[config.mk]
export PLATFORM = sky130hd
export DESIGN_NAME = iagc_top
export DESIGN_NICKNAME = d
export VERILOG_FILES = /design/src/verilog/iagc_data_pkg.sv /design/src/verilog/iagc_reg_pkg.sv /design/src/verilog/iagc_regs.sv /design/src/verilog/iagc_sequencer.sv /design/src/verilog/iagc_top.sv /design/src/verilog/phase_detector.sv /design/src/verilog/polarity_corrector.sv
export VERILOG_INCLUDE_DIRS = /design/src /design/src/verilog
export SDC_FILE = /design/constraint.sdc
export NUM_CORES = 1
export LEC_CHECK = 0
export BUFFER_PORTS_ARGS = -buffer_cell sky130_fd_sc_hd__buf_2
export CORE_UTILIZATION = 51
export CTS_BUF_LIST = sky130_fd_sc_hd__clkbuf_8 sky130_fd_sc_hd__clkbuf_16
export CTS_CLUSTER_DIAMETER = 60
export DETAILED_ROUTE_END_ITERATION = 16
export PLACE_DENSITY = 0.86
export RECOVER_POWER = 25
export SLEW_MARGIN = 20
export SYNTH_ARGS = -nofsm -noshare
export SYNTH_HDL_FRONTEND = slang
export SYNTH_SLANG_ARGS = --single-unit
[constraint.sdc]
create_clock -name i_clock -period 2.95 [get_ports i_clock]
set_clock_uncertainty 0.1 [all_clocks]
set_input_delay 0.4425 -clock i_clock [delete_from_list [all_inputs] [get_ports i_clock]]
set_output_delay 0.4425 -clock i_clock [all_outputs]
set_load 0.1 [all_outputs]
[src/verilog/iagc_defines.svh]
`ifndef IAGC_DEFINES_SVH
`define IAGC_DEFINES_SVH

// ~~~~~~~~~~~~~~~~~~~~~~~~~~~~~~~~~~~~~~~~
// Datapath widths
// ~~~~~~~~~~~~~~~~~~~~~~~~~~~~~~~~~~~~~~~~

// Width of one ADC sample, two's complement
`define IAGC_DATA_W 14

// ~~~~~~~~~~~~~~~~~~~~~~~~~~~~~~~~~~~~~~~~
// Configuration widths
// ~~~~~~~~~~~~~~~~~~~~~~~~~~~~~~~~~~~~~~~~

// Number of strobed pairs in one detection window
`define IAGC_WINDOW_W 16

// Decimation count, the strobe period is decim+1 clocks
`define IAGC_DECIM_W 8

// ~~~~~~~~~~~~~~~~~~~~~~~~~~~~~~~~~~~~~~~~
// Bus widths
// ~~~~~~~~~~~~~~~~~~~~~~~~~~~~~~~~~~~~~~~~

// APB byte offset width, four word registers
`define IAGC_ADDR_W 4

`endif

[src/verilog/iagc_data_pkg.sv]
`include "iagc_defines.svh"

package iagc_data_pkg;

    // One strobed pair from the dual channel ADC
    typedef struct packed {
        logic signed [`IAGC_DATA_W-1:0] reference;
        logic signed [`IAGC_DATA_W-1:0] error;
    } sample_pair_t;

    // Status word of the IAGC loop
    typedef enum logic [3:0] {
        RESET = 4'd0,
        INIT  = 4'd1,
        RUN   = 4'd2
    } iagc_status_e;

    // ~~~~~~~~~~~~~~~~~~~~~~~~~~~~~~~~~~~~~~~~
    // Phase detector FSM
    // ~~~~~~~~~~~~~~~~~~~~~~~~~~~~~~~~~~~~~~~~

    typedef enum logic [1:0] {
        D_INIT,
        D_SAMPLE,
        D_DETECT
    } detect_state_e;

endpackage

[src/verilog/iagc_reg_pkg.sv]
`include "iagc_defines.svh"

package iagc_reg_pkg;

    // ~~~~~~~~~~~~~~~~~~~~~~~~~~~~~~~~~~~~~~~~
    // Register map
    // ~~~~~~~~~~~~~~~~~~~~~~~~~~~~~~~~~~~~~~~~

    localparam logic [`IAGC_ADDR_W-1:0] REG_CTRL   = 4'h0;
    localparam logic [`IAGC_ADDR_W-1:0] REG_WINDOW = 4'h4;
    localparam logic [`IAGC_ADDR_W-1:0] REG_DECIM  = 4'h8;
    localparam logic [`IAGC_ADDR_W-1:0] REG_STATUS = 4'hC;

    // Bit of CTRL that enables the loop
    localparam int CTRL_ENABLE_BIT = 0;

    // Completed window counter, wraps
    localparam int WIN_COUNT_W = 8;

    // ~~~~~~~~~~~~~~~~~~~~~~~~~~~~~~~~~~~~~~~~
    // Register block traffic
    // ~~~~~~~~~~~~~~~~~~~~~~~~~~~~~~~~~~~~~~~~

    // Software configuration seen by the sequencer and the detector
    typedef struct packed {
        logic                     enable;
        logic [`IAGC_WINDOW_W-1:0] window;
        logic [`IAGC_DECIM_W-1:0]  decim;
    } iagc_cfg_t;

    // Read back through STATUS, in_phase lands on bit 8
    typedef struct packed {
        logic                   in_phase;
        logic [WIN_COUNT_W-1:0] win_count;
    } iagc_stat_t;

endpackage

[src/verilog/iagc_regs.sv]
`timescale 1ns/1ps
`include "iagc_defines.svh"

module iagc_regs (
    input  logic                     i_clock,
    input  logic                     i_arst_n,
    input  logic                     i_psel,
    input  logic                     i_penable,
    input  logic                     i_pwrite,
    input  logic [`IAGC_ADDR_W-1:0]  i_paddr,
    input  logic [31:0]              i_pwdata,
    output logic [31:0]              o_prdata,
    output logic                     o_pready,
    output logic                     o_pslverr,
    output iagc_reg_pkg::iagc_cfg_t  o_cfg,
    input  iagc_reg_pkg::iagc_stat_t i_stat
);

    logic                    access;
    logic                    mapped;
    logic                    wr_en;
    logic [31:0]             rdata;
    iagc_reg_pkg::iagc_cfg_t cfg_q;

    // Every access completes in its access phase
    assign o_pready = 1'b1;
    assign access   = i_psel && i_penable;

    // ~~~~~~~~~~~~~~~~~~~~~~~~~~~~~~~~~~~~~~~~
    // Address decode and read mux
    // ~~~~~~~~~~~~~~~~~~~~~~~~~~~~~~~~~~~~~~~~

    always_comb begin
        mapped = 1'b1;
        rdata  = '0;
        case (i_paddr)
            iagc_reg_pkg::REG_CTRL:   rdata = 32'(cfg_q.enable);
            iagc_reg_pkg::REG_WINDOW: rdata = 32'(cfg_q.window);
            iagc_reg_pkg::REG_DECIM:  rdata = 32'(cfg_q.decim);
            iagc_reg_pkg::REG_STATUS: rdata = 32'(i_stat);
            default:                  mapped = 1'b0;
        endcase
    end

    assign o_prdata  = access ? rdata : '0;

    // STATUS is read only, so a write there is refused like a bad offset
    assign o_pslverr = access &&
                       (!mapped || (i_pwrite && i_paddr == iagc_reg_pkg::REG_STATUS));

    assign wr_en = access && i_pwrite && mapped && (i_paddr != iagc_reg_pkg::REG_STATUS);

    // ~~~~~~~~~~~~~~~~~~~~~~~~~~~~~~~~~~~~~~~~
    // Configuration registers
    // ~~~~~~~~~~~~~~~~~~~~~~~~~~~~~~~~~~~~~~~~

    always_ff @(posedge i_clock or negedge i_arst_n) begin
        if (!i_arst_n) begin
            cfg_q.enable <= 1'b0;
            cfg_q.window <= {{(`IAGC_WINDOW_W-1){1'b0}}, 1'b1};
            cfg_q.decim  <= '0;
        end else if (wr_en) begin
            case (i_paddr)
                iagc_reg_pkg::REG_CTRL: begin
                    cfg_q.enable <= i_pwdata[iagc_reg_pkg::CTRL_ENABLE_BIT];
                end
                iagc_reg_pkg::REG_WINDOW: begin
                    cfg_q.window <= i_pwdata[`IAGC_WINDOW_W-1:0];
                end
                iagc_reg_pkg::REG_DECIM: begin
                    cfg_q.decim <= i_pwdata[`IAGC_DECIM_W-1:0];
                end
                default: begin
                end
            endcase
        end
    end

    assign o_cfg = cfg_q;

endmodule

[src/verilog/iagc_sequencer.sv]
`timescale 1ns/1ps
`include "iagc_defines.svh"

module iagc_sequencer (
    input  logic                        i_clock,
    input  logic                        i_arst_n,
    input  iagc_reg_pkg::iagc_cfg_t     i_cfg,
    output iagc_data_pkg::iagc_status_e o_iagc_status,
    output logic                        o_sample
);

    iagc_data_pkg::iagc_status_e status_q;
    logic [`IAGC_DECIM_W-1:0]    decim_cnt;
    logic                        decim_done;
    logic                        sample_q;
    logic                        running;

    // INIT lasts exactly one cycle before the loop runs
    always_ff @(posedge i_clock or negedge i_arst_n) begin
        if (!i_arst_n) begin
            status_q <= iagc_data_pkg::RESET;
        end else if (!i_cfg.enable) begin
            status_q <= iagc_data_pkg::RESET;
        end else begin
            case (status_q)
                iagc_data_pkg::RESET: status_q <= iagc_data_pkg::INIT;
                iagc_data_pkg::INIT:  status_q <= iagc_data_pkg::RUN;
                default:              status_q <= iagc_data_pkg::RUN;
            endcase
        end
    end

    // ~~~~~~~~~~~~~~~~~~~~~~~~~~~~~~~~~~~~~~~~
    // Sample strobe, one pulse per decim+1
    // ~~~~~~~~~~~~~~~~~~~~~~~~~~~~~~~~~~~~~~~~

    assign running = (status_q == iagc_data_pkg::RUN) && i_cfg.enable;

    // Compare with >= so a smaller decim written mid run still wraps at once
    assign decim_done = decim_cnt >= i_cfg.decim;

    always_ff @(posedge i_clock or negedge i_arst_n) begin
        if (!i_arst_n) begin
            decim_cnt <= '0;
            sample_q  <= 1'b0;
        end else if (!running) begin
            decim_cnt <= '0;
            sample_q  <= 1'b0;
        end else if (decim_done) begin
            decim_cnt <= '0;
            sample_q  <= 1'b1;
        end else begin
            decim_cnt <= decim_cnt + 1'b1;
            sample_q  <= 1'b0;
        end
    end

    assign o_iagc_status = status_q;
    assign o_sample      = sample_q;

endmodule

[src/verilog/iagc_top.sv]
`timescale 1ns/1ps
`include "iagc_defines.svh"

module iagc_top (
    input  logic                           i_clock,
    input  logic                           i_arst_n,
    input  logic                           i_psel,
    input  logic                           i_penable,
    input  logic                           i_pwrite,
    input  logic [`IAGC_ADDR_W-1:0]        i_paddr,
    input  logic [31:0]                    i_pwdata,
    output logic [31:0]                    o_prdata,
    output logic                           o_pready,
    output logic                           o_pslverr,
    input  iagc_data_pkg::sample_pair_t    i_samples,
    output logic signed [`IAGC_DATA_W-1:0] o_error,
    output logic                           o_valid,
    output logic                           o_in_phase
);

    iagc_reg_pkg::iagc_cfg_t     cfg;
    iagc_reg_pkg::iagc_stat_t    stat;
    iagc_data_pkg::iagc_status_e iagc_status;
    logic                        sample;

    iagc_regs u_regs (
        .i_clock   (i_clock),
        .i_arst_n  (i_arst_n),
        .i_psel    (i_psel),
        .i_penable (i_penable),
        .i_pwrite  (i_pwrite),
        .i_paddr   (i_paddr),
        .i_pwdata  (i_pwdata),
        .o_prdata  (o_prdata),
        .o_pready  (o_pready),
        .o_pslverr (o_pslverr),
        .o_cfg     (cfg),
        .i_stat    (stat)
    );

    iagc_sequencer u_sequencer (
        .i_clock       (i_clock),
        .i_arst_n      (i_arst_n),
        .i_cfg         (cfg),
        .o_iagc_status (iagc_status),
        .o_sample      (sample)
    );

    phase_detector u_detector (
        .i_clock       (i_clock),
        .i_arst_n      (i_arst_n),
        .i_sample      (sample),
        .i_iagc_status (iagc_status),
        .i_samples     (i_samples),
        .i_cfg         (cfg),
        .o_stat        (stat),
        .o_in_phase    (o_in_phase)
    );

    // The corrector acts on the decision held before this strobe's window closes
    polarity_corrector u_corrector (
        .i_clock    (i_clock),
        .i_arst_n   (i_arst_n),
        .i_sample   (sample),
        .i_in_phase (o_in_phase),
        .i_error    (i_samples.error),
        .o_error    (o_error),
        .o_valid    (o_valid)
    );

endmodule

[src/verilog/phase_detector.sv]
`timescale 1ns/1ps
`include "iagc_defines.svh"

module phase_detector (
    input  logic                        i_clock,
    input  logic                        i_arst_n,
    input  logic                        i_sample,
    input  iagc_data_pkg::iagc_status_e i_iagc_status,
    input  iagc_data_pkg::sample_pair_t i_samples,
    input  iagc_reg_pkg::iagc_cfg_t     i_cfg,
    output iagc_reg_pkg::iagc_stat_t    o_stat,
    output logic                        o_in_phase
);

    iagc_data_pkg::detect_state_e           state_q;
    iagc_data_pkg::detect_state_e           state_d;
    logic [`IAGC_WINDOW_W-1:0]              window_len;
    logic [`IAGC_WINDOW_W-1:0]              samples;
    logic [`IAGC_WINDOW_W-1:0]              agree_cnt;
    logic [`IAGC_WINDOW_W-1:0]              disagree_cnt;
    logic                                   pair_agree;
    logic                                   window_done;
    logic                                   in_phase_q;
    logic [iagc_reg_pkg::WIN_COUNT_W-1:0]   win_count;

    // A zero window would never close, run it as a single pair
    assign window_len = (i_cfg.window == '0) ? {{(`IAGC_WINDOW_W-1){1'b0}}, 1'b1} : i_cfg.window;

    // Equal sign bits mean both non-negative or both negative
    assign pair_agree  = i_samples.reference[`IAGC_DATA_W-1] == i_samples.error[`IAGC_DATA_W-1];
    assign window_done = i_sample && (samples >= window_len - 1'b1);

    always_comb begin
        state_d = state_q;
        case (state_q)
            iagc_data_pkg::D_INIT:   state_d = iagc_data_pkg::D_SAMPLE;
            iagc_data_pkg::D_SAMPLE: if (window_done) state_d = iagc_data_pkg::D_DETECT;
            iagc_data_pkg::D_DETECT: state_d = iagc_data_pkg::D_INIT;
            default:                 state_d = iagc_data_pkg::D_INIT;
        endcase
        if (i_iagc_status == iagc_data_pkg::RESET) begin
            state_d = iagc_data_pkg::D_INIT;
        end
    end

    // ~~~~~~~~~~~~~~~~~~~~~~~~~~~~~~~~~~~~~~~~
    // Window counters and decision
    // ~~~~~~~~~~~~~~~~~~~~~~~~~~~~~~~~~~~~~~~~

    always_ff @(posedge i_clock or negedge i_arst_n) begin
        if (!i_arst_n) begin
            state_q      <= iagc_data_pkg::D_INIT;
            samples      <= '0;
            agree_cnt    <= '0;
            disagree_cnt <= '0;
            in_phase_q   <= 1'b0;
            win_count    <= '0;
        end else begin
            state_q <= state_d;
            case (state_q)
                iagc_data_pkg::D_INIT: begin
                    samples      <= '0;
                    agree_cnt    <= '0;
                    disagree_cnt <= '0;
                end
                iagc_data_pkg::D_SAMPLE: begin
                    if (i_sample) begin
                        samples <= samples + 1'b1;
                        if (pair_agree) agree_cnt <= agree_cnt + 1'b1;
                        else            disagree_cnt <= disagree_cnt + 1'b1;
                    end
                end
                iagc_data_pkg::D_DETECT: begin
                    // A tie counts as in phase
                    in_phase_q <= agree_cnt >= disagree_cnt;
                    win_count  <= win_count + 1'b1;
                end
                default: begin
                end
            endcase
        end
    end

    assign o_stat.in_phase  = in_phase_q;
    assign o_stat.win_count = win_count;
    assign o_in_phase       = in_phase_q;

endmodule

[src/verilog/polarity_corrector.sv]
`timescale 1ns/1ps
`include "iagc_defines.svh"

module polarity_corrector (
    input  logic                           i_clock,
    input  logic                           i_arst_n,
    input  logic                           i_sample,
    input  logic                           i_in_phase,
    input  logic signed [`IAGC_DATA_W-1:0] i_error,
    output logic signed [`IAGC_DATA_W-1:0] o_error,
    output logic                           o_valid
);

    localparam logic signed [`IAGC_DATA_W-1:0] MOST_NEG = {1'b1, {(`IAGC_DATA_W-1){1'b0}}};
    localparam logic signed [`IAGC_DATA_W-1:0] MOST_POS = {1'b0, {(`IAGC_DATA_W-1){1'b1}}};

    logic signed [`IAGC_DATA_W-1:0] negated;
    logic signed [`IAGC_DATA_W-1:0] error_q;
    logic                           valid_q;

    // Two's complement negation overflows only at the most negative code
    assign negated = (i_error == MOST_NEG) ? MOST_POS : -i_error;

    always_ff @(posedge i_clock or negedge i_arst_n) begin
        if (!i_arst_n) begin
            error_q <= '0;
            valid_q <= 1'b0;
        end else begin
            valid_q <= i_sample;
            if (i_sample) error_q <= i_in_phase ? i_error : negated;
        end
    end

    assign o_error = error_q;
    assign o_valid = valid_q;

endmodule
==> results by group, run 1 <==
STA
  – Rel. slew slack: -1.83%
  – Count of pins over their slew limit: 29
  – Fmax: 304 MHz
  – Fin. Hold Viols: 0
  – Final period utilization: 111%
  – Least-Margin Pin Slew: 1530 ps
  – Final setup viols: 2
  – Final critical-path required period: 3290 ps
  – Setup slack after layout: -338 ps
  – Unrepaired setup endpoints after global routing: true

Pwr
  – Power density over the cells: 485 mW/mm2
  – Final Total Pwr: 3.89 mW
  – Leakage power: 3.58 nW
  – Max VDD drop: 0.422 mV

GRT
  – Initial antenna violation count: 0
  – Pin count of the biggest net entering global routing: 84
  – Total track usage: 24.1%
  – Grt total ovfl: 0
  – First-pass GRT wire length: 27.1 mm
  – Vias in the first global route: 5609

Critical path
  – CP Capture Type: flip-flop
  – FF-to-FF Start: u_regs.o_cfg[8]
  – Worst-path maximum fanout: 3
  – Worst setup SP type: flip-flop
  – CP Launch Point: u_regs.o_cfg[8]
  – Critical setup path kind: flip-flop to flip-flop
  – Critical path data arrival time: 3460 ps
  – CP required: 3130 ps

Synthesis
  – Yosys top cell by area: dfrtp_1
  – Post-synth ARST share: 100%
  – Syn_area_per_cell: 9.70 um2
  – Post-synth top flop: dfrtp_1
  – Cell count after synthesis: 704
  – #FFs+latches synth: 110
  – Yosys warns: 0
  – EDFF count, synth: 0
  – Cell Area, Synth: 0.00683 mm2
  – Largest cells by area after synthesis: dfrtp_1, ha_1, mux2_2
  – Yosys top cell area share: 39.9%
  – Distinct cells, synth: 60
  – Register area share after synthesis: 40.3%

Clock tree
  – Clk buf depth: 2
  – CTS tree: yes
  – Clk pin slew, worst setup/hold paths: 80 ps
  – Max H-tree Level: 3
  – Num CTS Buffers: 9
  – Clk sinks: 110
  – CTS root buf: clkbuf_16
  – Clk_lat worst skew: 360 ps

Worst hold path
  – Hold Crit Start: i_pwdata[15]
  – Type of the most critical hold path: primary input to flip-flop

Cells and area
  – Filler cells: 1008
  – Layout cell share with drive strength beyond 1: 23.5%
  – Layout Cells excl Fill: 979
  – # nets final: 918
  – P&R area growth vs syn: 17.4%
  – Final Cell Area: 0.00802 mm2
  – Highest-count cells in the layout ignoring fill and taps: dfrtp_1, nor2_1, buf_2
  – Leading cell type in the layout, fill and taps excluded: dfrtp_1
  – Diode count: 0

Floorplanning
  – Die area: 0.0139 mm2
  – Ports: 119
  – # rows: 41
  – Die width: 118 um
  – Die H: 118 um
  – Core area: 0.0128 mm2
  – Initial Util: 53.3%

Placed design
  – Area after DPL: 0.00764 mm2
  – Pre-CTS setup slack: -218 ps
  – Buffers on Ports: 72
  – DP Cell Count: 956
  – DP Wirelength: 11.4 mm
  – Final RePlAce weighted congestion: 0.871

Drt
  – Detailed Routing Iterations Pass 1: 5
  – Antenna viol nets, final: 0
  – Total Wirelength: 16.1 mm
  – DRC: 0
  – Via-per-instance ratio: 5.78
  – Initial drt markers: 319
  – DR WL/cell: 16.4 um
  – DR vias: 5659

Run
  – MaxCap Viol Count: 1

Run status
  – Outcome: finished with violations
  – Failing checks: max-capacitance violations, max-slew violations, negative setup slack
synth_stat cells, drive strengths merged (3+ instances only):
| library cell | count |
|---|---|
| a211oi | 4 |
| a21o | 4 |
| a21oi | 33 |
| a22o | 11 |
| a22oi | 7 |
| a31oi | 6 |
| and2 | 9 |
| and3 | 5 |
| and4 | 4 |
| buf | 20 |
| clkbuf | 17 |
| dfrtp | 109 |
| ha | 47 |
| inv | 39 |
| mux2 | 35 |
| mux2i | 3 |
| nand2 | 33 |
| nand2b | 6 |
| nand3 | 28 |
| nand3b | 3 |
| nand4 | 16 |
| nor2 | 79 |
| nor2b | 9 |
| nor3 | 28 |
| nor3b | 5 |
| nor4 | 15 |
| nor4b | 5 |
| o21a | 4 |
| o21ai | 17 |
| o31ai | 3 |
| or3 | 8 |
| or4 | 3 |
| xnor2 | 44 |
| xor2 | 24 |
stage by stage:
stage / hold slack [ps] / TNS (ps) / util (%)
after floorplan: 46.9 / -248 / -
after global placement: 290 / -149 / 59.6
after detailed placement: 292 / -358 / 59.6
after CTS: 208 / -249 / 62.3
after global routing: 211 / -1790 / 62.5
final: 217 / -590 / 62.5
final cells by class:
type                    count  area [um2]  share of cell area (%)
multi-input cells         533        3870                    48.3
flip-flops and latches    110        2750                    34.3
well taps                 172         215                    2.68
clock inverters             7        61.3                   0.764
clock buffers               9         225                    2.81
repair buffers            109         748                    9.33
inverters                  39         146                    1.82
state kept, by name (all words and copies together) (netlist names):
register / flops
u_regs.o_cfg: 25
u_detector.agree_cnt: 16
u_detector.disagree_cnt: 16
u_detector.samples: 16
u_corrector.o_error: 14
u_detector.win_count: 8
u_sequencer.decim_cnt: 8
u_detector.state_q: 2
u_sequencer.o_iagc_status: 2
u_corrector.o_valid: 1
u_detector.o_in_phase: 1
u_sequencer.o_sample: 1
final timing paths:
check                                        endpoint  slack [ps]  cells past startpoint
max in group asynchronous            u_regs.o_cfg[21]         420                      3
min in group asynchronous  u_detector.disagree_cnt[0]         890                      2
min                                  u_regs.o_cfg[23]         220                      2
max                             u_detector.state_q[0]        -340                     16
max reg2reg                     u_detector.state_q[0]        -340                     16
min reg2reg                   u_detector.win_count[7]         380                      1
report_power, final:
group	total (mW)	leakage (nW)	internal, mW	switching [mW]
clock	1.19	0.146	0.593	0.598
combinational	1.07	1.95	0.394	0.676
sequential	1.63	1.48	1.57	0.0567
metal layers:
metal,part of all wire (%),wire length (um),GRT usage (%)
met3,5.9,944,4.80
met5,0,0,0
met1,43,6850,30.9
met2,48,7690,39.4
met4,3.6,579,10.7
timing repair:
item,CTS,global route
hold buffers,1,0
setup buffers,3,3
endpoints found under the setup margin,2,2
endpoints found under the hold margin,27,0
pin swaps,5,4
resized for setup,6,3
cell families (layout without fill, tap and decap cells):
group	Yosys count	after routing	synth area share, %
and+or+nand+nor	258	258	20.4
DFF	110	110	40.3
AOI/OAI and AO/OA	104	104	10.1
buffers and inverters	76	164	5.16
xor gates and xnor gates	68	68	8.83
adders and majority gates	47	47	8.61
muxes	39	39	6.54
other	2	17	0.110
worst max-delay path: stages, from the launching register on:
cell	delay [ps]
dfstp_2	550
nor3_1	60
nand2_2	110
nor3_4	50
a31oi_2	170
ha_2	220
nand3b_1	110
or3_4	390
buf_4	150
nor2_1	100
xnor2_1	130
ha_1	260
nand3_2	110
a2bb2oi_2	170
a211oi_2	90
a31oi_1	210
nor3b_2	210
Power figures use the tool's default switching activity.
==> inputs of run 2 (changes only) <==
--- a/config.mk
+++ b/config.mk
@@ -11,7 +11,7 @@
 export CTS_BUF_LIST = sky130_fd_sc_hd__clkbuf_8 sky130_fd_sc_hd__clkbuf_16
 export CTS_CLUSTER_DIAMETER = 60
 export DETAILED_ROUTE_END_ITERATION = 16
-export PLACE_DENSITY = 0.86
+export PLACE_DENSITY = 0.77
 export RECOVER_POWER = 25
 export SLEW_MARGIN = 20
 export SYNTH_ARGS = -nofsm -noshare
==> results by group, run 2 (same netlist as run 1, synthesis figures left out) <==
GRT
  – Met2 Usage GRT: 40.3%
  – Met3 Use GR: 2.86%
  – First-pass GRT wire length: 26.6 mm
  – Initial antenna violation count: 0
  – Total track usage: 23.6%
  – Met1 GRT Util: 29.4%
  – Pin count of the biggest net entering global routing: 79
  – Vias in the first global route: 5634
  – GRT Max-Usage Layer: met2
  – Grt total ovfl: 0

Placed design
  – Final RePlAce weighted congestion: 0.826
  – DP Cell Count: 954
  – Buffers on Ports: 72
  – Area after DPL: 0.00763 mm2
  – DP Wirelength: 11.4 mm

Critical path
  – CP required: 3130 ps
  – FF-to-FF Start: u_regs.o_cfg[10]
  – CP Capture Type: flip-flop
  – Worst-path maximum fanout: 3
  – Reg-to-Reg End: u_detector.state_q[0]
  – R2r setup slk: -280 ps
  – Worst setup SP type: flip-flop
  – FF-to-FF path depth: 15
  – Critical setup path kind: flip-flop to flip-flop
  – Critical path data arrival time: 3410 ps

Clock tree
  – Max H-tree Level: 3
  – Clk sinks: 110
  – Clk buf depth: 2
  – Clk_lat worst skew: 360 ps
  – CTS tree: yes
  – Clk pin slew, worst setup/hold paths: 80 ps
  – CTS root buf: clkbuf_16
  – Num CTS Buffers: 9

Cells and area
  – P&R area growth vs syn: 17.3%
  – Diode count: 0
  – Post-layout util: 62.5%
  – Layout Cells excl Fill: 975
  – Final Cell Area: 0.00801 mm2
  – # nets final: 914
  – Max reg flops: 25
  – Highest-count cells in the layout ignoring fill and taps: dfrtp_1, nor2_1, buf_2
  – Filler cells: 1065
  – Leading cell type in the layout, fill and taps excluded: dfrtp_1
  – Layout cell share with drive strength beyond 1: 23.0%

Worst hold path
  – Hold Crit Start: i_pwdata[8]
  – Hold path endpoint: u_regs.o_cfg[16]
  – Worst Hold Depth: 2
  – Type of the most critical hold path: primary input to flip-flop

Drt
  – DRC: 0
  – DR WL/cell: 16.2 um
  – Via-per-instance ratio: 5.74
  – Initial drt markers: 277
  – DR vias: 5598
  – Detailed Routing Iterations Pass 1: 5
  – Antenna viol nets, final: 0
  – Total Wirelength: 15.8 mm

Floorplanning
  – Initial Util: 53.3%
  – Core area: 0.0128 mm2
  – Ports: 119
  – Die area: 0.0139 mm2
  – Die H: 118 um
  – # rows: 41
  – Die width: 118 um

Pwr
  – Leakage power: 3.56 nW
  – Power density over the cells: 489 mW/mm2
  – Final Total Pwr: 3.91 mW
  – Max VDD drop: 0.329 mV

STA
  – Final period utilization: 109%
  – Final critical-path required period: 3230 ps
  – Final setup viols: 2
  – Rel. slew slack: -26.1%
  – Setup slack after layout: -278 ps
  – Least-Margin Pin Slew: 1890 ps
  – Count of pins over their slew limit: 33
  – Fmax: 310 MHz
  – Fin. Hold Viols: 0
  – Unrepaired setup endpoints after global routing: true
  – Min Hold Slack: 213 ps

Run
  – MaxCap Viol Count: 1

Run status
  – Outcome: finished with violations
  – Failing checks: max-capacitance violations, max-slew violations, negative setup slack
run 2: critical path: stages (launching register included):
cell	delay, ps
dfrtp_1	420
nor4_4	350
nand2_2	110
nor3_4	160
a31oi_2	130
ha_2	230
nand3b_1	100
or3_4	170
nor2_4	50
xnor2_2	120
ha_1	300
o21a_1	190
o211ai_1	220
a211oi_2	90
a31oi_1	210
nor3b_2	200
run 2: how the worst max path moves through the flow:
stage	from	endpoint	slack, ps	cells past startpoint
after floorplan	u_detector.o_in_phase	o_prdata[8]	-110	4
after CTS	u_regs.o_cfg[8]	u_detector.state_q[0]	-250	15
final	u_regs.o_cfg[10]	u_detector.state_q[0]	-280	15
after global routing	u_regs.o_cfg[10]	u_detector.state_q[0]	-390	15
after global placement	u_regs.o_cfg[8]	u_detector.state_q[0]	-140	15
after detailed placement	u_regs.o_cfg[8]	u_detector.state_q[0]	-280	15
run 2: final cells by class:
class	instances	area (um2)	area share, %
multi-input combinational	533	3860	48.2
sequential	110	2750	34.4
timing repair buffer	105	723	9.03
clock buffer	10	239	2.98
tap	172	215	2.69
inverter	39	146	1.83
clock inverter	6	68.8	0.859
run 2: where the power goes:
part           internal [mW]  switching, mW
Combinational          0.379          0.648
Sequential              1.57         0.0533
Clock                  0.688          0.575
run 2: repair_timing:
action                     4_1_cts  5_1_grt
hold buffers                     1        0
setup endpoints to repair        2        2
resized for setup                4        4
hold endpoints to repair        32        0
pin swaps                        4        2
setup buffers                    2        2
run 2: per-layer routing:
layer	vias to the layer above	wire length (um)
li1	2653	-
met1	2770	6700
met2	135	8000
met4	0	487
met3	40	600
met5	-	0
run 2: per-stage QoR:
stage | setup TNS, ps | setup slack, ps
floorplan | -248 | -112
global placement | -203 | -138
detailed placement | -454 | -280
CTS | -435 | -248
global route | -718 | -390
finish | -498 | -278
